**src/rtl/vis_pkg.sv**
```systemverilog
package vis_pkg;

   // ------------------------------------------------
   // Array geometry
   // ------------------------------------------------
   localparam int ANT_COUNT       = 4;   // Antennas in the array
   localparam int BLOCK_COUNT     = 2;   // Correlator blocks
   localparam int PAIRS_PER_BLOCK = 3;   // Pairs summed by each block
   localparam int ACCUM_W_DEFAULT = 16;  // Default accumulator width

   // Read address layout {blk, pair[1:0], imag}
   localparam int ADDR_BLK_BIT  = 3;     // Block number
   localparam int ADDR_PAIR_LSB = 1;     // Low bit of pair index
   localparam int ADDR_IMAG_BIT = 0;     // 0 real, 1 imaginary

   // ------------------------------------------------
   // Shared types
   // ------------------------------------------------
   typedef logic [ANT_COUNT-1:0] antenna_t;  // One bit per antenna

   typedef struct packed {
      antenna_t re;                      // Current valid sample
      antenna_t im;                      // Previous valid sample
   } sample_t;

   typedef logic [1:0] pair_idx_t;       // 3 is unused

   typedef struct packed {
      pair_idx_t pair;                   // Pair within block
      logic      imag;                   // Imaginary component
   } vis_sel_t;

   typedef logic [3:0] vis_addr_t;       // Host read address
   typedef logic       bank_t;           // Readout bank index

   // ------------------------------------------------
   // Pair table
   // ------------------------------------------------
   // Block 0 takes antenna 0 against 1..3
   // Block 1 takes the remaining (1,2) (1,3) (2,3)
   function automatic int pair_ant_a(input int blk, input int pair);
      if (blk == 0) return 0;
      return (pair == 2) ? 2 : 1;
   endfunction

   function automatic int pair_ant_b(input int blk, input int pair);
      if (blk == 0) return pair + 1;
      return (pair == 0) ? 2 : 3;
   endfunction

endpackage
```
**src/rtl/tart_correlator.sv**
```systemverilog
module tart_correlator #(
   parameter int ACCUM_W = vis_pkg::ACCUM_W_DEFAULT
) (
   input  logic               clk_i,
   input  logic               reset_i,
   // Antenna samples
   input  vis_pkg::antenna_t  data_i,
   input  logic               en_i,
   input  logic [ACCUM_W-1:0] sums_i,    // Valid samples per bank
   // Swap status
   output logic               swap_o,    // One-cycle pulse per bank
   output vis_pkg::bank_t     bank_o,
   // Read-back port
   input  logic               req_i,
   input  vis_pkg::vis_addr_t addr_i,
   output logic               ack_o,
   output logic [ACCUM_W-1:0] dat_o
);

   import vis_pkg::*;

   logic               valid;            // Front end sample strobe
   sample_t            sample;           // Real and delayed imaginary
   logic               swap;             // Closing sample of a bank
   vis_sel_t           sel;              // Readout entry select
   logic [ACCUM_W-1:0] blk0_vis;
   logic [ACCUM_W-1:0] blk1_vis;

   // ------------------------------------------------
   // Front end and bank switch
   // ------------------------------------------------
   quadrature_frontend u_frontend (
      .clk_i    (clk_i),
      .reset_i  (reset_i),
      .en_i     (en_i),
      .data_i   (data_i),
      .valid_o  (valid),
      .sample_o (sample)
   );

   bank_switch #(.ACCUM_W(ACCUM_W)) u_switch (
      .clk_i       (clk_i),
      .reset_i     (reset_i),
      .valid_i     (valid),
      .sums_i      (sums_i),
      .swap_o      (swap),
      .swap_seen_o (swap_o),            // Registered pulse to the host
      .bank_o      (bank_o)
   );

   // ------------------------------------------------
   // Correlator blocks
   // ------------------------------------------------
   correlator_block #(.ACCUM_W(ACCUM_W), .BLOCK_NUM(0)) u_block0 (
      .clk_i    (clk_i),
      .reset_i  (reset_i),
      .valid_i  (valid),
      .swap_i   (swap),
      .sample_i (sample),
      .sel_i    (sel),
      .vis_o    (blk0_vis)
   );

   correlator_block #(.ACCUM_W(ACCUM_W), .BLOCK_NUM(1)) u_block1 (
      .clk_i    (clk_i),
      .reset_i  (reset_i),
      .valid_i  (valid),
      .swap_i   (swap),
      .sample_i (sample),
      .sel_i    (sel),
      .vis_o    (blk1_vis)
   );

   // ------------------------------------------------
   // Read-back
   // ------------------------------------------------
   visibility_readout #(.ACCUM_W(ACCUM_W)) u_readout (
      .clk_i      (clk_i),
      .reset_i    (reset_i),
      .req_i      (req_i),
      .addr_i     (addr_i),
      .blk0_vis_i (blk0_vis),
      .blk1_vis_i (blk1_vis),
      .sel_o      (sel),
      .ack_o      (ack_o),
      .dat_o      (dat_o)
   );

endmodule

```
**src/rtl/visibility_readout.sv**
```systemverilog
module visibility_readout #(
   parameter int ACCUM_W = vis_pkg::ACCUM_W_DEFAULT
) (
   input  logic               clk_i,
   input  logic               reset_i,
   input  logic               req_i,       // Four-phase request
   input  vis_pkg::vis_addr_t addr_i,      // Stable while req_i is high
   input  logic [ACCUM_W-1:0] blk0_vis_i,  // Block 0 selected value
   input  logic [ACCUM_W-1:0] blk1_vis_i,  // Block 1 selected value
   output vis_pkg::vis_sel_t  sel_o,       // Entry select to both blocks
   output logic               ack_o,       // Four-phase acknowledge
   output logic [ACCUM_W-1:0] dat_o        // Read data valid with ack_o
);

   import vis_pkg::*;

   typedef enum logic [1:0] {
      IDLE,                              // Wait for req_i
      FETCH,                             // Address out while blocks settle
      ACK,                               // First ack cycle
      RELEASE                            // Host still holds req_i
   } state_t;

   state_t    state_q;
   state_t    state_d;
   vis_addr_t addr_q;                    // Latched read address

   // ------------------------------------------------
   // Handshake FSM
   // ------------------------------------------------
   always_comb begin
      state_d = state_q;
      case (state_q)
         IDLE:    if (req_i) state_d = FETCH;
         FETCH:   state_d = ACK;
         ACK:     state_d = req_i ? RELEASE : IDLE;
         RELEASE: if (!req_i) state_d = IDLE;
         default: state_d = IDLE;
      endcase
   end

   always_ff @(posedge clk_i) begin
      if (reset_i) begin
         state_q <= IDLE;
      end else begin
         state_q <= state_d;
      end
   end

   assign ack_o = (state_q == ACK) || (state_q == RELEASE);

   // ------------------------------------------------
   // Address and data registers
   // ------------------------------------------------
   always_ff @(posedge clk_i) begin
      if (state_q == IDLE && req_i) begin
         addr_q <= addr_i;               // Captured on the first req edge
      end
      if (state_q == FETCH) begin
         // Block bit picks the source for the whole ack phase
         dat_o <= addr_q[ADDR_BLK_BIT] ? blk1_vis_i : blk0_vis_i;
      end
   end

   assign sel_o = '{
      pair: pair_idx_t'(addr_q[ADDR_PAIR_LSB +: 2]),
      imag: addr_q[ADDR_IMAG_BIT]
   };

   // ------------------------------------------------
   // Protocol checks
   // ------------------------------------------------
   a_ack_needs_req: assert property (
      @(posedge clk_i) disable iff (reset_i)
      $rose(ack_o) |-> $past(req_i)
   ) else $error("visibility_readout: ack rose without a request");

endmodule

```
**src/rtl/correlator_block.sv**
```systemverilog
module correlator_block #(
   parameter int ACCUM_W   = vis_pkg::ACCUM_W_DEFAULT,
   parameter int BLOCK_NUM = 0
) (
   input  logic               clk_i,
   input  logic               reset_i,
   input  logic               valid_i,    // Accumulate this cycle
   input  logic               swap_i,     // Last sample of the bank
   input  vis_pkg::sample_t   sample_i,   // Quadrature sample
   input  vis_pkg::vis_sel_t  sel_i,      // Readout entry to return
   output logic [ACCUM_W-1:0] vis_o       // Selected readout value
);

   import vis_pkg::*;

   typedef logic [ACCUM_W-1:0] vis_t;

   typedef struct packed {
      vis_t re;                          // Real count
      vis_t im;                          // Imaginary count
   } vis_pair_t;

   logic [PAIRS_PER_BLOCK-1:0] prod_re;   // Per-pair real product
   logic [PAIRS_PER_BLOCK-1:0] prod_im;   // Per-pair imaginary product
   vis_pair_t                  sum   [PAIRS_PER_BLOCK];  // acc + product
   vis_pair_t                  acc_q [PAIRS_PER_BLOCK];  // Running sums
   vis_pair_t                  bank_q[PAIRS_PER_BLOCK];  // Readout bank

   if (BLOCK_NUM < 0 || BLOCK_NUM >= BLOCK_COUNT) begin : g_bad_block
      $error("correlator_block: BLOCK_NUM out of range");
   end

   // ------------------------------------------------
   // Pair products
   // ------------------------------------------------
   // 1-bit correlation is an XNOR, a match counts one
   for (genvar p = 0; p < PAIRS_PER_BLOCK; p++) begin : g_pair
      localparam int ANT_A = pair_ant_a(BLOCK_NUM, p);
      localparam int ANT_B = pair_ant_b(BLOCK_NUM, p);

      assign prod_re[p] = ~(sample_i.re[ANT_A] ^ sample_i.re[ANT_B]);
      assign prod_im[p] = ~(sample_i.re[ANT_A] ^ sample_i.im[ANT_B]);

      assign sum[p].re  = acc_q[p].re + vis_t'(prod_re[p]);
      assign sum[p].im  = acc_q[p].im + vis_t'(prod_im[p]);
   end

   // ------------------------------------------------
   // Accumulators and readout bank
   // ------------------------------------------------
   always_ff @(posedge clk_i) begin
      if (reset_i) begin
         for (int p = 0; p < PAIRS_PER_BLOCK; p++) begin
            acc_q[p]  <= '0;
            bank_q[p] <= '0;
         end
      end else if (valid_i) begin
         for (int p = 0; p < PAIRS_PER_BLOCK; p++) begin
            if (swap_i) begin
               bank_q[p] <= sum[p];      // Bank closes with this sample
               acc_q[p]  <= '0;          // Next bank starts empty
            end else begin
               acc_q[p]  <= sum[p];
            end
         end
      end
   end

   // ------------------------------------------------
   // Read mux
   // ------------------------------------------------
   // Pair index 3 matches no entry and returns zero
   always_comb begin
      vis_o = '0;
      for (int p = 0; p < PAIRS_PER_BLOCK; p++) begin
         if (sel_i.pair == pair_idx_t'(p)) begin
            vis_o = sel_i.imag ? bank_q[p].im : bank_q[p].re;
         end
      end
   end

   // Bank switch and front end must agree on sample timing,
   // otherwise a swap would drop the closing product
   a_swap_valid: assert property (
      @(posedge clk_i) disable iff (reset_i)
      swap_i |-> valid_i
   ) else $error("correlator_block: swap without a valid sample");

endmodule

```
**src/rtl/bank_switch.sv**
```systemverilog
module bank_switch #(
   parameter int ACCUM_W = vis_pkg::ACCUM_W_DEFAULT
) (
   input  logic               clk_i,
   input  logic               reset_i,
   input  logic               valid_i,      // Valid sample this cycle
   input  logic [ACCUM_W-1:0] sums_i,       // Nonzero samples per bank
   output logic               swap_o,       // Swap on this edge
   output logic               swap_seen_o,  // Swap delayed one cycle
   output vis_pkg::bank_t     bank_o        // Current bank index
);

   typedef logic [ACCUM_W-1:0] count_t;

   count_t count_q;                       // Valid samples since last swap
   count_t count_nxt;

   // ------------------------------------------------
   // Swap decode
   // ------------------------------------------------
   assign count_nxt = count_q + count_t'(1);
   // Combinational on the last sample of the bank so the
   // blocks fold this sample in at the same edge
   assign swap_o    = valid_i && (count_nxt == sums_i);

   // ------------------------------------------------
   // Counter and bank toggle
   // ------------------------------------------------
   always_ff @(posedge clk_i) begin
      if (reset_i) begin
         count_q     <= '0;
         swap_seen_o <= 1'b0;
         bank_o      <= 1'b0;
      end else begin
         swap_seen_o <= swap_o;          // Status pulse for the host
         if (swap_o) begin
            count_q <= '0;               // Restart for next bank
            bank_o  <= ~bank_o;
         end else if (valid_i) begin
            count_q <= count_nxt;
         end
      end
   end

   // A zero sums setting would let the counter wrap the
   // full range before swapping
   a_sums_nonzero: assert property (
      @(posedge clk_i) disable iff (reset_i)
      valid_i |-> (sums_i != '0)
   ) else $error("bank_switch: sums_i is zero with valid samples");

endmodule

```
**src/rtl/quadrature_frontend.sv**
```systemverilog
module quadrature_frontend (
   input  logic              clk_i,
   input  logic              reset_i,
   input  logic              en_i,      // Sample strobe
   input  vis_pkg::antenna_t data_i,    // 1-bit antenna samples
   output logic              valid_o,   // Sample below is new
   output vis_pkg::sample_t  sample_o   // Real and delayed imaginary
);

   // ------------------------------------------------
   // Valid strobe
   // ------------------------------------------------
   // One cycle behind en_i, matches the sample register
   always_ff @(posedge clk_i) begin
      if (reset_i) begin
         valid_o <= 1'b0;
      end else begin
         valid_o <= en_i;
      end
   end

   // ------------------------------------------------
   // Quadrature pair
   // ------------------------------------------------
   // The imaginary stream is the real stream one valid
   // sample late, a cheap stand-in for a Hilbert filter.
   // Both halves hold between enables so a gap in en_i
   // does not shift the delay.
   always_ff @(posedge clk_i) begin
      if (reset_i) begin
         sample_o.re <= '0;             // No history yet
         sample_o.im <= '0;             // im reads 0 before 1st sample
      end else if (en_i) begin
         sample_o.re <= data_i;         // New real part
         sample_o.im <= sample_o.re;    // Old real becomes imaginary
      end
   end

endmodule

```
**config.mk**
```make
export PLATFORM = sky130hd
export DESIGN_NAME = tart_correlator
export DESIGN_NICKNAME = d
export VERILOG_FILES = /design/src/rtl/vis_pkg.sv /design/src/rtl/tart_correlator.sv /design/src/rtl/visibility_readout.sv /design/src/rtl/correlator_block.sv /design/src/rtl/bank_switch.sv /design/src/rtl/quadrature_frontend.sv
export SDC_FILE = /design/constraint.sdc
export NUM_CORES = 1
export LEC_CHECK = 0
export ABC_AREA = 0
export BUFFER_PORTS_ARGS = -buffer_cell sky130_fd_sc_hd__buf_2
export CORE_UTILIZATION = 62
export DETAILED_ROUTE_END_ITERATION = 7
export PLACE_DENSITY = 0.8
export SLEW_MARGIN = 10
export SYNTH_ARGS = -nofsm -noshare
export SYNTH_HDL_FRONTEND = slang
export SYNTH_SLANG_ARGS = --single-unit
export TNS_END_PERCENT = 1
```
**constraint.sdc**
```tcl
create_clock -name clk_i -period 6.1 [get_ports clk_i]
set_clock_uncertainty 0.15 [all_clocks]
set_input_delay 0.61 -clock clk_i [delete_from_list [all_inputs] [get_ports clk_i]]
set_output_delay 0.61 -clock clk_i [all_outputs]
set_load 0.1 [all_outputs]
```
==> flow_summary_export.csv <==
group,metric,value,unit
status,status,"finished, final reports clean",
route,firstDrtPassIters,5,
critical_path,reg2reg_to,"u_block1.bank_q[0][94]",
clock_tree,holdBufCountCts,0,
clock_tree,cts.path.max_buffers,3,
synth,yosysSeqAreaShare,0.600,
critical_path,r2r_slack,1.56,ns
floorplanning,die_area,34900,um^2
global_route,grt_pass1_vias,14015,
finish,fillCellCount,2381,
timing,finalHoldViolations,0,
floorplanning,core-area,33500,um^2
worst_hold_path,hold_end,"u_readout.addr_q[1]",
clock_tree,cts_tree,"done",
synth,syn_area_per_cell,11.0,um^2
critical_path,cp-start-kind,"flip-flop",
synth,synth_top_area_frac,0.573,
floorplanning,fp-row-count,67,
route,wl,45300,um
clock_tree,ctsResizeCount,0,
power_and_ir_drop,p_sw_frac,0.232,
power_and_ir_drop,power.static_leakage,8.43,nW
synth,async_flop_share,0,
timing,drv_slew,0,
timing,relSlewSlack,0.163,
critical_path,arrival,4.59,ns
synth,synth-seq-cells,432,
power_and_ir_drop,pwr-share-comb,0.069,
placement,post-place-ws,1.53,ns
synth,syn_nets,1982,
floorplanning,die_y,187,um
floorplanning,start_util,0.631,
route,num_vias,14166,
power_and_ir_drop,p_sw,0.00149,W
timing,tightest_slew,1.25,ns
finish,nNetsFinal,1977,
worst_hold_path,min-delay-path-class,"in2reg",
timing,setup_violations,0,
placement,placed_area,21600,um^2
finish,fin_area,22900,um^2
floorplanning,ioPinCount,47,
placement,port_buffers,46,
synth,netlist_area,21200,um^2
worst_hold_path,hold_start,"addr_i[1]",
clock_tree,cts-htree-levels,2,
global_route,grt_max_degree,194,
critical_path,timing.rr.start,"u_switch.count_q[0]",
route,viasPerCell,5.89,
clock_tree,clock_sinks,432,
power_and_ir_drop,ir_drop,180,uV
route,drc,0,
critical_path,worstSetupPathType,"reg2reg",
clock_tree,cts_setup_buffers,0,
floorplanning,die_x,187,um
timing,fin_crit,4.54,ns
finish,synthToLayoutAreaGrowth,8.35,%
placement,gp_congestion,0.867,
clock_tree,clk_pin_slew,0.06,ns
timing,finalWorstSetupSlack,1.56,ns
critical_path,required,6.15,ns
power_and_ir_drop,power.density,281,nW/um^2
power_and_ir_drop,pwr-share-clk,0.391,
synth,synth_cell_types,50,
timing,min_period_over_period,0.745,
synth,synth_warnings,0,
power_and_ir_drop,internal_power,0.00495,W
timing,fmax,0.220,GHz
critical_path,worstSetupEndpointType,"flip-flop",
synth,synth_edf_count,404,
global_route,overflow,0,
critical_path,reg2reg_depth,9,
synth,synth_top_cell_by_area,"edfxtp_1",
route,drtAntennaViolNets,0,
finish,drive_gt1_frac,0.0812,
flow_run,cap_violations,0,
clock_tree,cts-root-buf,"clkbuf_16",
timing,rsz0062_at_grt,"no",
global_route,grt_pass1_wl,72800,um
clock_tree,cts_made_buffers,44,
synth,syn_inst,1929,
placement,dp_hpwl,27700,um
route,wl_per_cell,18.8,um
worst_hold_path,hold_depth,1,
global_route,antenna_found_initial,2,
global_route,grt_usage,0.262,
critical_path,crit_fanout,52,
synth,ys_top_cells_by_area,"edfxtp_1 57%, nor2_1 8.0%, xnor2_1 6.3%, nand2_1 5.3%, dfxtp_1 2.6%",
synth,yosys_most_used_dff,"edfxtp_1",
power_and_ir_drop,sequentialPowerShare,0.540,
route,drtIter0Drc,1425,
clock_tree,clock_latency,0.54,ns
timing,tns,0,ns
cells in the final DEF (no fill, tap or decap), drive strengths merged, types with 10 or more instances in the layout:
cell type	synthesis	routed
dfxtp	28	28
edfxtp	404	404
nand3	90	90
ha	25	25
o21ai	39	39
xnor2	153	153
clkinv	1	21
a221oi	12	12
nor2	450	450
o211ai	10	10
mux4	18	18
clkbuf	48	55
mux2i	48	48
nand2	298	298
buf	62	59
and4	13	13
xor2	63	63
inv	9	11
a21oi	14	14
nand4	32	32
nor3	27	27
and3	39	39
kinds of logic (layout without fill, tap and decap cells):
logic type	Yosys count	in the layout	share of synthesized area
AO/OA/AOI/OAI	86	86	0.0254
XOR/XNOR	216	216	0.0894
adder cells (fa/ha/maj)	25	25	0.0148
buffers and inverters	120	148	0.0276
flip-flops	432	432	0.600
multiplexers	74	74	0.0461
other	0	1	0
AND/OR/NAND/NOR	976	976	0.197
per-stage QoR:
step                 util  hold WS [ns]  total power, W  instances
CTS                 0.684        0.0772         0.00646       2405
global placement    0.644         0.353         0.00396       2326
detailed placement  0.644         0.361         0.00398       2326
floorplan               -         0.332         0.00384       1929
global route        0.684        0.0751         0.00663       2405
finish              0.684        0.0937         0.00645       2406
per-layer routing:
layer  GRT usage  part of all wire  up-vias
met5           0           0.00026        -
met4      0.0760             0.022        2
met3      0.0451             0.073       77
met2       0.419              0.47      564
met1       0.370              0.43     6842
li1            -                 -     6681
power by group through the flow:
| stage | registers, W | logic [W] | clock network, W |
|---|---|---|---|
| floorplan | 0.00356 | 0.000285 | 0 |
| global placement | 0.00353 | 0.000433 | 0 |
| detailed placement | 0.00354 | 0.000441 | 0 |
| CTS | 0.00348 | 0.000447 | 0.00254 |
| global route | 0.00349 | 0.000482 | 0.00266 |
| finish | 0.00348 | 0.000447 | 0.00252 |
worst max-delay path: stages, from the launching register on:
cell,delay (ns)
dfxtp_1,0.49
ha_1,0.31
nand3_1,0.29
nor4_1,0.44
xnor2_1,0.21
o211ai_1,0.13
nor4b_1,0.35
and3_1,0.60
or2_4,0.73
buf_4,0.49
how the worst max path moves through the flow:
stage                                   endpoint                 from  depth (start not counted)
after floorplan            u_block0.bank_q[0][0]  u_switch.count_q[0]                          9
after detailed placement  u_block1.bank_q[0][93]  u_switch.count_q[0]                          9
after global routing      u_block1.bank_q[0][95]  u_switch.count_q[0]                          9
final                     u_block1.bank_q[0][94]  u_switch.count_q[0]                          9
after global placement    u_block1.bank_q[0][76]  u_switch.count_q[0]                          9
after CTS                 u_block1.bank_q[0][76]  u_switch.count_q[0]                          9
synth_stat cells, types with 3 or more instances:
cell / instances
nor2_1: 450
edfxtp_1: 404
nand2_1: 298
xnor2_1: 153
nand3_1: 88
xor2_1: 63
clkbuf_1: 48
mux2i_1: 48
and3_1: 39
o21ai_0: 38
buf_2: 32
nand4_1: 31
dfxtp_1: 28
nor3_1: 26
buf_4: 25
ha_1: 25
mux4_2: 18
a21oi_1: 14
and4_1: 13
a221oi_1: 12
o211ai_1: 10
inv_1: 9
mux2_2: 7
and2_1: 5
buf_1: 5
nor2b_1: 5
nor4_1: 3
o22ai_1: 3
or2_2: 3
flip-flops by register name, summed over array words and instances, names as in the netlist, 2 cells and up:
name and flops:
u_block0.acc_q 96, u_readout.addr_q 4, u_block1.acc_q 96, u_frontend.sample_o 7, u_block0.bank_q 96, u_block1.bank_q 96, u_readout.state_q 2, u_switch.count_q 16
u_readout.dat_o 16
cell type report:
class	count	area [um^2]	area share
clock inverters	24	148	0.00644
flip-flops and latches	432	12700	0.553
diodes	1	2.50	0.000109
inverters	10	37.5	0.00164
clock buffers	55	1180	0.0516
repair buffers	59	403	0.0176
well taps	448	561	0.0244
multi-input cells	1377	7910	0.345
Note: power is estimated with default switching activity, not from simulation.
